File: src/hdl/mem_pkg.sv
package mem_pkg;

	// data word and byte address.
	typedef logic [31:0] word_t;

	// destination register index, one bit wider than the architectural file.
	typedef logic [5:0] reg_addr_t;

	// bus response code, zero is okay.
	typedef logic [1:0] resp_t;

	// one bit per byte lane.
	typedef logic [3:0] strb_t;

	typedef logic [2:0] mem_op_t;
	typedef logic [2:0] wb_src_t;

	// memory operation codes.
	localparam mem_op_t MEM_LB  = 3'd0;
	localparam mem_op_t MEM_LH  = 3'd1;
	localparam mem_op_t MEM_LW  = 3'd2;
	localparam mem_op_t MEM_LBU = 3'd3;
	localparam mem_op_t MEM_LHU = 3'd4;
	localparam mem_op_t MEM_SB  = 3'd5;
	localparam mem_op_t MEM_SH  = 3'd6;
	localparam mem_op_t MEM_SW  = 3'd7;

	// writeback source select.
	localparam wb_src_t SEL_ALU = 3'd0;
	localparam wb_src_t SEL_MEM = 3'd1;
	localparam wb_src_t SEL_PC4 = 3'd2;
	localparam wb_src_t SEL_IMM = 3'd3;

endpackage

File: src/hdl/load_format.sv
`timescale 1ns/100ps

module load_format
	import mem_pkg::*;
(
	input	word_t		rdata,
	input	logic [1:0]	byte_offset,
	input	mem_op_t	mem_op,
	output	word_t		load_data
);

	word_t	shifted;

	// bring the addressed byte down to lane 0.
	assign shifted = rdata >> {byte_offset, 3'b000};

	always_comb begin
		case (mem_op)
			MEM_LB: begin
				load_data = {{24{shifted[7]}}, shifted[7:0]};
			end
			MEM_LH: begin
				load_data = {{16{shifted[15]}}, shifted[15:0]};
			end
			MEM_LBU: begin
				load_data = {24'h000000, shifted[7:0]};
			end
			MEM_LHU: begin
				load_data = {16'h0000, shifted[15:0]};
			end
			default: begin
				// word loads and non-load codes pass through.
				load_data = shifted;
			end
		endcase
	end

endmodule

File: src/hdl/mem_stage.sv
`timescale 1ns/100ps

module mem_stage
	import mem_pkg::*;
(
	input	logic		clk,
	input	logic		reset,

	input	logic		valid_in,
	output	logic		ready_out,
	output	logic		valid_out,
	input	logic		ready_in,

	input	word_t		pc_ex,
	input	word_t		ir_ex,
	input	word_t		imm_ex,
	input	word_t		alu_result_ex,
	input	reg_addr_t	rd_addr_ex,
	input	logic		rd_access_ex,
	input	wb_src_t	wb_src_ex,
	input	mem_op_t	mem_op_ex,
	input	resp_t		imem_rresp_ex,
	input	logic		illegal_inst_ex,
	input	logic		maligned_inst_addr_ex,
	input	logic		maligned_load_addr_ex,
	input	logic		maligned_store_addr_ex,

	// aligned and extended read data from load_format.
	input	word_t		load_data,

	output	logic		dmem_rd_req,
	output	logic		dmem_wr_req,
	output	word_t		dmem_addr,
	input	logic		dmem_rvalid,
	input	resp_t		dmem_rresp,
	output	logic		dmem_rready,
	input	logic		dmem_bvalid,
	input	resp_t		dmem_bresp,
	output	logic		dmem_bready,

	output	word_t		pc_mem,
	output	word_t		ir_mem,
	output	word_t		imm_mem,
	output	reg_addr_t	rd_addr_mem,
	output	word_t		rd_data_mem,
	output	logic		rd_access_mem,
	output	resp_t		imem_rresp_mem,
	output	logic		illegal_inst_mem,
	output	logic		maligned_inst_addr_mem,
	output	logic		maligned_load_addr_mem,
	output	logic		maligned_store_addr_mem,
	output	resp_t		dmem_rresp_mem,
	output	resp_t		dmem_bresp_mem
);

	logic	is_mem;
	logic	is_load_op;
	logic	misaligned;
	logic	stall;
	logic	accept;
	logic	drain;
	word_t	rd_data_next;

	assign is_mem     = wb_src_ex == SEL_MEM;
	assign is_load_op = mem_op_ex inside {MEM_LB, MEM_LH, MEM_LW, MEM_LBU, MEM_LHU};
	assign misaligned = maligned_load_addr_ex || maligned_store_addr_ex;

	// a flagged access never reaches the bus.
	assign dmem_rd_req = valid_in && is_mem && is_load_op && !misaligned;
	assign dmem_wr_req = valid_in && is_mem && !is_load_op && !misaligned;
	assign dmem_addr   = {alu_result_ex[31:2], 2'b00};

	// the beat is taken on the same edge that accepts the instruction.
	assign dmem_rready = dmem_rd_req && ready_in;
	assign dmem_bready = dmem_wr_req && ready_in;

	assign stall = (dmem_rd_req && !dmem_rvalid) || (dmem_wr_req && !dmem_bvalid);

	// nothing is taken from execute while in reset.
	assign ready_out = ready_in && !stall && !reset;

	assign accept = valid_in && ready_out;
	assign drain  = valid_out && ready_in;

	always_comb begin
		if (dmem_rd_req) begin
			rd_data_next = load_data;
		end else if (is_mem) begin
			rd_data_next = '0;
		end else begin
			rd_data_next = alu_result_ex;
		end
	end

	always_ff @(posedge clk, posedge reset) begin
		if (reset) begin
			valid_out               <= 1'b0;
			pc_mem                  <= '0;
			ir_mem                  <= '0;
			imm_mem                 <= '0;
			rd_addr_mem             <= '0;
			rd_data_mem             <= '0;
			rd_access_mem           <= 1'b0;
			imem_rresp_mem          <= '0;
			illegal_inst_mem        <= 1'b0;
			maligned_inst_addr_mem  <= 1'b0;
			maligned_load_addr_mem  <= 1'b0;
			maligned_store_addr_mem <= 1'b0;
			dmem_rresp_mem          <= '0;
			dmem_bresp_mem          <= '0;
		end else if (accept) begin
			valid_out               <= 1'b1;
			pc_mem                  <= pc_ex;
			ir_mem                  <= ir_ex;
			imm_mem                 <= imm_ex;
			rd_addr_mem             <= rd_addr_ex;
			rd_data_mem             <= rd_data_next;
			rd_access_mem           <= rd_access_ex;
			imem_rresp_mem          <= imem_rresp_ex;
			illegal_inst_mem        <= illegal_inst_ex;
			maligned_inst_addr_mem  <= maligned_inst_addr_ex;
			maligned_load_addr_mem  <= maligned_load_addr_ex;
			maligned_store_addr_mem <= maligned_store_addr_ex;
			// response codes only for the access that happened.
			dmem_rresp_mem          <= dmem_rd_req ? dmem_rresp : resp_t'(0);
			dmem_bresp_mem          <= dmem_wr_req ? dmem_bresp : resp_t'(0);
		end else if (drain) begin
			valid_out               <= 1'b0;
			pc_mem                  <= '0;
			ir_mem                  <= '0;
			imm_mem                 <= '0;
			rd_addr_mem             <= '0;
			rd_data_mem             <= '0;
			rd_access_mem           <= 1'b0;
			imem_rresp_mem          <= '0;
			illegal_inst_mem        <= 1'b0;
			maligned_inst_addr_mem  <= 1'b0;
			maligned_load_addr_mem  <= 1'b0;
			maligned_store_addr_mem <= 1'b0;
			dmem_rresp_mem          <= '0;
			dmem_bresp_mem          <= '0;
		end
	end

endmodule

File: src/hdl/mem_unit_top.sv
`timescale 1ns/100ps

module mem_unit_top
	import mem_pkg::*;
(
	input	logic		clk,
	input	logic		reset,

	input	logic		valid_in,
	output	logic		ready_out,
	output	logic		valid_out,
	input	logic		ready_in,

	input	word_t		pc_ex,
	input	word_t		ir_ex,
	input	word_t		imm_ex,
	input	word_t		store_data_ex,
	input	word_t		alu_result_ex,
	input	reg_addr_t	rd_addr_ex,
	input	logic		rd_access_ex,
	input	wb_src_t	wb_src_ex,
	input	mem_op_t	mem_op_ex,
	input	resp_t		imem_rresp_ex,
	input	logic		illegal_inst_ex,
	input	logic		maligned_inst_addr_ex,
	input	logic		maligned_load_addr_ex,
	input	logic		maligned_store_addr_ex,

	output	logic		dmem_rd_req,
	output	logic		dmem_wr_req,
	output	word_t		dmem_addr,
	output	word_t		dmem_wdata,
	output	strb_t		dmem_wstrb,
	input	word_t		dmem_rdata,
	input	logic		dmem_rvalid,
	input	resp_t		dmem_rresp,
	output	logic		dmem_rready,
	input	logic		dmem_bvalid,
	input	resp_t		dmem_bresp,
	output	logic		dmem_bready,

	output	word_t		pc_mem,
	output	word_t		ir_mem,
	output	word_t		imm_mem,
	output	reg_addr_t	rd_addr_mem,
	output	word_t		rd_data_mem,
	output	logic		rd_access_mem,
	output	resp_t		imem_rresp_mem,
	output	logic		illegal_inst_mem,
	output	logic		maligned_inst_addr_mem,
	output	logic		maligned_load_addr_mem,
	output	logic		maligned_store_addr_mem,
	output	resp_t		dmem_rresp_mem,
	output	resp_t		dmem_bresp_mem
);

	word_t	load_data;

	load_format i_load_format (
		.rdata       (dmem_rdata),
		.byte_offset (alu_result_ex[1:0]),
		.mem_op      (mem_op_ex),
		.load_data   (load_data)
	);

	store_lanes i_store_lanes (
		.store_data  (store_data_ex),
		.byte_offset (alu_result_ex[1:0]),
		.mem_op      (mem_op_ex),
		.wdata       (dmem_wdata),
		.wstrb       (dmem_wstrb)
	);

	mem_stage i_mem_stage (
		.clk                     (clk),
		.reset                   (reset),
		.valid_in                (valid_in),
		.ready_out               (ready_out),
		.valid_out               (valid_out),
		.ready_in                (ready_in),
		.pc_ex                   (pc_ex),
		.ir_ex                   (ir_ex),
		.imm_ex                  (imm_ex),
		.alu_result_ex           (alu_result_ex),
		.rd_addr_ex              (rd_addr_ex),
		.rd_access_ex            (rd_access_ex),
		.wb_src_ex               (wb_src_ex),
		.mem_op_ex               (mem_op_ex),
		.imem_rresp_ex           (imem_rresp_ex),
		.illegal_inst_ex         (illegal_inst_ex),
		.maligned_inst_addr_ex   (maligned_inst_addr_ex),
		.maligned_load_addr_ex   (maligned_load_addr_ex),
		.maligned_store_addr_ex  (maligned_store_addr_ex),
		.load_data               (load_data),
		.dmem_rd_req             (dmem_rd_req),
		.dmem_wr_req             (dmem_wr_req),
		.dmem_addr               (dmem_addr),
		.dmem_rvalid             (dmem_rvalid),
		.dmem_rresp              (dmem_rresp),
		.dmem_rready             (dmem_rready),
		.dmem_bvalid             (dmem_bvalid),
		.dmem_bresp              (dmem_bresp),
		.dmem_bready             (dmem_bready),
		.pc_mem                  (pc_mem),
		.ir_mem                  (ir_mem),
		.imm_mem                 (imm_mem),
		.rd_addr_mem             (rd_addr_mem),
		.rd_data_mem             (rd_data_mem),
		.rd_access_mem           (rd_access_mem),
		.imem_rresp_mem          (imem_rresp_mem),
		.illegal_inst_mem        (illegal_inst_mem),
		.maligned_inst_addr_mem  (maligned_inst_addr_mem),
		.maligned_load_addr_mem  (maligned_load_addr_mem),
		.maligned_store_addr_mem (maligned_store_addr_mem),
		.dmem_rresp_mem          (dmem_rresp_mem),
		.dmem_bresp_mem          (dmem_bresp_mem)
	);

endmodule

File: src/hdl/store_lanes.sv
`timescale 1ns/100ps

module store_lanes
	import mem_pkg::*;
(
	input	word_t		store_data,
	input	logic [1:0]	byte_offset,
	input	mem_op_t	mem_op,
	output	word_t		wdata,
	output	strb_t		wstrb
);

	strb_t	base_strb;

	always_comb begin
		case (mem_op)
			MEM_SB: begin
				wdata     = {4{store_data[7:0]}};
				base_strb = 4'b0001;
			end
			MEM_SH: begin
				wdata     = {2{store_data[15:0]}};
				base_strb = 4'b0011;
			end
			MEM_SW: begin
				wdata     = store_data;
				base_strb = 4'b1111;
			end
			default: begin
				// loads and other codes write no bytes.
				wdata     = store_data;
				base_strb = 4'b0000;
			end
		endcase
	end

	// strobe starts at the addressed lane.
	assign wstrb = base_strb << byte_offset;

endmodule

File: config.mk
export PLATFORM = sky130hd
export DESIGN_NAME = mem_unit_top
export DESIGN_NICKNAME = d
export VERILOG_FILES = /design/src/hdl/mem_pkg.sv /design/src/hdl/load_format.sv /design/src/hdl/mem_stage.sv /design/src/hdl/mem_unit_top.sv /design/src/hdl/store_lanes.sv
export SDC_FILE = /design/constraint.sdc
export NUM_CORES = 1
export LEC_CHECK = 0
export BUFFER_PORTS_ARGS = -buffer_cell sky130_fd_sc_hd__buf_2
export CAP_MARGIN = 5
export CORE_AREA = 10 10 164 166
export CTS_CLUSTER_DIAMETER = 40
export DETAILED_ROUTE_END_ITERATION = 16
export DIE_AREA = 0 0 174 176
export GPL_TIMING_DRIVEN = 1
export HOLD_SLACK_MARGIN = 0.05
export PLACE_DENSITY_LB_ADDON = 0.12
export SYNTH_ARGS = -nofsm -noshare
export SYNTH_HDL_FRONTEND = slang
export SYNTH_SLANG_ARGS = --single-unit
export TNS_END_PERCENT = 20
File: constraint.sdc
create_clock -name clk -period 5.1 [get_ports clk]
set_clock_uncertainty 0.15 [all_clocks]
set_input_delay 0.255 -clock clk [delete_from_list [all_inputs] [get_ports clk]]
set_output_delay 0.255 -clock clk [all_outputs]
set_load 0.005 [all_outputs]
# Word-level counts from Yosys, hierarchy flattened
# Cells that the tools add are included.
[totals] reg_bits=146 in_bits=221 out_inout_bits=219 wordCells=73
[classes] eq_ne=8 shifts=2 muxes=25 reduce_logical=24
[ops] operator="32-bit 2-to-1 mux" n=7
[ops] operator="32-bit one-hot mux with 4 select lines" n=1
[ops] operator="32-bit one-hot mux with 2 select lines" n=1
[ops] operator="32-bit by 5-bit >> shifter with 32-bit output" n=1
[ops] operator="1-bit logical AND" n=13
[ops] operator="3-bit equality test, second input constant" n=4
[ops] operator="2-bit 2-to-1 mux" n=6
[ops] operator="6-bit 2-to-1 mux" n=2
[ops] operator="4-bit one-hot mux with 3 select lines" n=1
[ops] operator="1-bit 2-to-1 mux" n=7
[ops] operator="3-bit by 1-bit equality test with 1-bit output, second input constant" n=2
[ops] operator="3-bit by 2-bit equality test with 1-bit output, second input constant" n=2
[ops] operator="1-bit zero test" n=6
[ops] operator="5-bit nonzero test" n=1
[ops] operator="4-bit by 2-bit left shift with 4-bit output" n=1
[ops] operator="3-bit zero test" n=1
[ops] operator="1-bit logical OR" n=2
[ops] operator="2-bit nonzero test" n=1

# Logic depth before layout (Yosys ltp)
[logic_depth] word_depth=12 mapped_depth=9 depth_no_buf=5

# Modules after synthesis
# Synthesis repeated with hierarchy kept, for this count alone.
[unflattened] hier_cells=831 area_unflattened_um2=8324.2
[modules_own_cells] mod="mem_stage" instances=1 cells_each=666 area_each_um2=7039.3 seq_area_each_um2=3653.5
[modules_own_cells] mod="load_format" instances=1 cells_each=106 area_each_um2=760.7 seq_area_each_um2=0.0
[modules_own_cells] mod="store_lanes" instances=1 cells_each=59 area_each_um2=524.3 seq_area_each_um2=0.0

# Least setup slack after synthesis
# Ideal clock, no wire load.
[synth_path] kind="in2out" from="in reset" to="out ready_out" arrival_time_ps=3761 required_time_ps=4695 slack_ps=934 path_stages=2 cell_sequence="inv_1 and3_1"
[synth_between] elab_chain_len=2
[synth_rtl] item="start: declaration" line="mem_unit_top.sv:7" rtl="input logic reset,"
[synth_rtl] item="1-bit zero test" line="mem_stage.sv:80" rtl="assign ready_out = ready_in && !stall && !reset;"
[synth_rtl] item="1-bit logical AND" line="mem_stage.sv:80"
[synth_rtl] item="end: declaration" line="mem_unit_top.sv:10" rtl="output logic ready_out,"
# No other way between the ends.

# Worst setup path after layout
[layout_path] from="in ready_in" to="reg i_mem_stage.rd_data_mem[30]"
[layout_between] elab_chain_len=4 elab_cells_between_ends=6
[layout_rtl] item="start: declaration" line="mem_unit_top.sv:12" rtl="input logic ready_in,"
[layout_rtl] item="1-bit logical AND (2 in a row)" line="mem_stage.sv:80"
[layout_rtl] item="1-bit logical AND" line="mem_stage.sv:82" rtl="assign accept = valid_in && ready_out;"
[layout_rtl] item="32-bit 2-to-1 mux / 2-bit nonzero test (equally long branches)"
[layout_rtl] item="end signal: assignment" line="mem_stage.sv:117" rtl="rd_data_mem <= rd_data_next;"
[layout_rtl] item="end: declaration" line="mem_stage.sv:45" rtl="output word_t rd_data_mem,"
# Several ways; a longest one is shown, not always the timed one.
# A chain may end at the register's enable or synchronous reset.

==> qor.txt <==
Synth Area in Adders = 0
post-synthesis compound-gate area fraction = 0.273
Overall Global Routing Usage = 0.199
vias in the first global route = 8024
routability cong. = 0.823
Yosys warning count = 0
Starting DRT DRC Count = 463
Cells after Synth = 622
CTS buffer count = 17
synthesized cell area = 7020 µm²
FF+latch area = 3650 µm²
area leader, netlist = dfrtp_1
Vias/cell = 4.98
Worst-Skew Late Latency = 0.41 ns
filler cell count = 2295
post-synthesis mux area share = 0.0531
CTS sink count = 146
Clock Tree Buf Depth = 2
DIE HEIGHT = 176 µm
post-synth top area share = 0.520
RSZ-0062 raised after global routing = no
mean cell area of the mapped netlist = 11.3 µm²
Clock Pin Slew Worst Setup and Hold Paths = 0.06 ns
setup violators final = 0
Post-CTS Repair Setup Buffers = 0
top-count cell post-synth = dfrtp_1
Die Wd = 174 µm
total number of vias = 7320
post-synthesis xor/xnor area fraction = 0
antenna-violating nets left = 0
Layout area overhead = 58.4%
# DRC = 0
max cap viols = 0
DRT Wirelength = 31500 µm
largest family of logic cells by synthesized area = compound AO/OA/AOI/OAI gates
Worst Setup Start Kind = primary input
Slew headroom = 0.299
grt total ovfl = 0
IO Pins = 440
multi-input combinational cell area = 2770 µm²
CTS tree = yes
min Tclk post-route = 3.61 ns
Post-Place Worst Slack = 2.10 ns
WP data arrival = 3.81 ns
number of synthesized register bits = 146
router iterations before antenna repair = 5
Avg WL per Cell = 21.4 µm
Initial Util = 0.295
row cnt = 57
Post-synth EDFFs = 0
worst hold slack = 0.0953 ns
setup tns final = 0 ns
CORE AREA = 23800 µm²
synth unique cells = 54
Peak Freq = 277 MHz
number of I/O port buffers = 437
Least-Margin Pin Slew = 1.05 ns
top post-synthesis cells by area = dfrtp_1 (52%), a22o_1 (14%), buf_4 (4.3%)
Layout Nets = 1355
clk root buf = clkbuf_16
ys flop type = dfrtp_1
largest net degree at the start of global routing = 97
leakage power of the design = 5.81 nW
Fin. Hold Viols = 0
die area = 30600 µm²
Simple-Gate Fraction of Synth Area = 0.0650
Setup crit end kind = flop
worst vdd ir = 225 µV
H-tree depth = 4
hpwl dp = 23000 µm
crit share post-route = 0.707
final slew viol count = 0
outcome = complete, no violations
Post-synth ARST share = 1.00
antenna violations before repair = 5
layout cells sized above 1 = 0.442
Finished Layout Cells = 1471
pwr dens = 313 nW/µm²
placed cells = 1295
sequential share of the synthesized area = 0.520
min-delay worst type = in -> reg
Critical Path RT = 5.30 ns
first-pass GRT wire length = 48200 µm
setup slack after layout = 1.49 ns
commonest cells in the synthesized netlist = dfrtp_1 (146), a22o_1 (116), buf_4 (40), a21oi_1 (34), buf_2 (34)
Crit Path Max Fanout = 34
Crit Path Category = in -> reg
power by group:
group / total (mW) / switching, mW / internal (mW)
clock network: 1.29 / 0.554 / 0.735
logic: 0.803 / 0.384 / 0.419
registers: 1.39 / 0.0828 / 1.31
worst paths after layout:
path | start | endpoint | slack, ns | depth (start not counted)
max in group asynchronous | reset | i_mem_stage.maligned_load_addr_mem | 3.10 | 4
setup reg to reg | i_mem_stage.valid_out | i_mem_stage.rd_data_mem[30] | 2.21 | 6
min in group asynchronous | reset | i_mem_stage.imm_mem[22] | 0.48 | 3
hold reg to reg | i_mem_stage.rd_data_mem[1] | i_mem_stage.rd_data_mem[1] | 0.33 | 2
hold / removal | alu_result_ex[15] | i_mem_stage.rd_data_mem[15] | 0.1 | 3
setup / recovery | ready_in | i_mem_stage.rd_data_mem[30] | 1.49 | 9
critical path, cell delays in order:
cell and delay, ns:
dlygate4sd3_1 0.55, buf_2 0.16, nand3b_1 0.44, inv_1 0.20, a21boi_4 0.87, buf_4 0.50, a22oi_1 0.15, o21ai_0 0.12
dlygate4sd3_1 0.56
cell usage in the layout (no fill, tap or decap), types with 9 or more instances in the layout:
master and count:
a211oi_1 12, a21oi_1 34, a22o_1 116, a22oi_1 17, buf_2 437, clkbuf_16 17, dfrtp_1 146, dlygate4sd3_1 144
mux2_2 16, mux2i_1 17, nand2_1 18, nor2_1 30, o21ai_0 19, o22ai_1 9
metal layers:
layer / vias to the layer above / global-route usage / part of all wire / wire length, µm
met4: 6 / 0.0627 / 0.022 / 697
met3: 39 / 0.0683 / 0.077 / 2410
met1: 3588 / 0.224 / 0.39 / 12400
met5: - / 0 / 0.0014 / 45
met2: 336 / 0.347 / 0.51 / 15900
li1: 3351 / - / - / -
logic make-up after synthesis:
| logic type | count (synthesis) |
|---|---|
| AO/OA/AOI/OAI | 252 |
| flip-flops | 146 |
| buffers and inverters | 99 |
| AND/OR/NAND/NOR | 90 |
| multiplexers | 34 |
| other | 1 |
stage by stage:
stage	area, µm²	power [mW]	util
after global routing	11100	3.67	0.467
final	11100	3.49	0.467
after CTS	11100	3.54	0.467
after floorplan	7030	1.74	-
after detailed placement	9090	2.13	0.382
after global placement	9090	2.13	0.382
layout make-up:
| cell class | instances | area share |
|---|---|---|
| Antenna cell | 1 | 0.000225 |
| Clock buffer | 17 | 0.0382 |
| Clock inverter | 14 | 0.0150 |
| Inverter | 5 | 0.00214 |
| Multi-Input combinational cell | 378 | 0.249 |
| Sequential cell | 146 | 0.328 |
| Tap cell | 324 | 0.0364 |
| Timing Repair Buffer | 586 | 0.331 |
state kept, by name, summed over array words and instances (netlist names):
| register | cells |
|---|---|
| i_mem_stage.illegal_inst_mem | 1 |
| i_mem_stage.maligned_store_addr_mem | 1 |
| i_mem_stage.rd_addr_mem | 6 |
| i_mem_stage.rd_data_mem | 32 |
| i_mem_stage.ir_mem | 32 |
| i_mem_stage.imm_mem | 32 |
| i_mem_stage.imem_rresp_mem | 2 |
| i_mem_stage.maligned_load_addr_mem | 1 |
| i_mem_stage.valid_out | 1 |
| i_mem_stage.rd_access_mem | 1 |
| i_mem_stage.maligned_inst_addr_mem | 1 |
| i_mem_stage.dmem_bresp_mem | 2 |
| i_mem_stage.dmem_rresp_mem | 2 |
| i_mem_stage.pc_mem | 32 |
repair_timing:
item	CTS	global route
gates resized for setup	0	0
hold endpoints to repair	229	0
hold buffers	144	0
No activity file was read; power rests on OpenSTA's default activity.
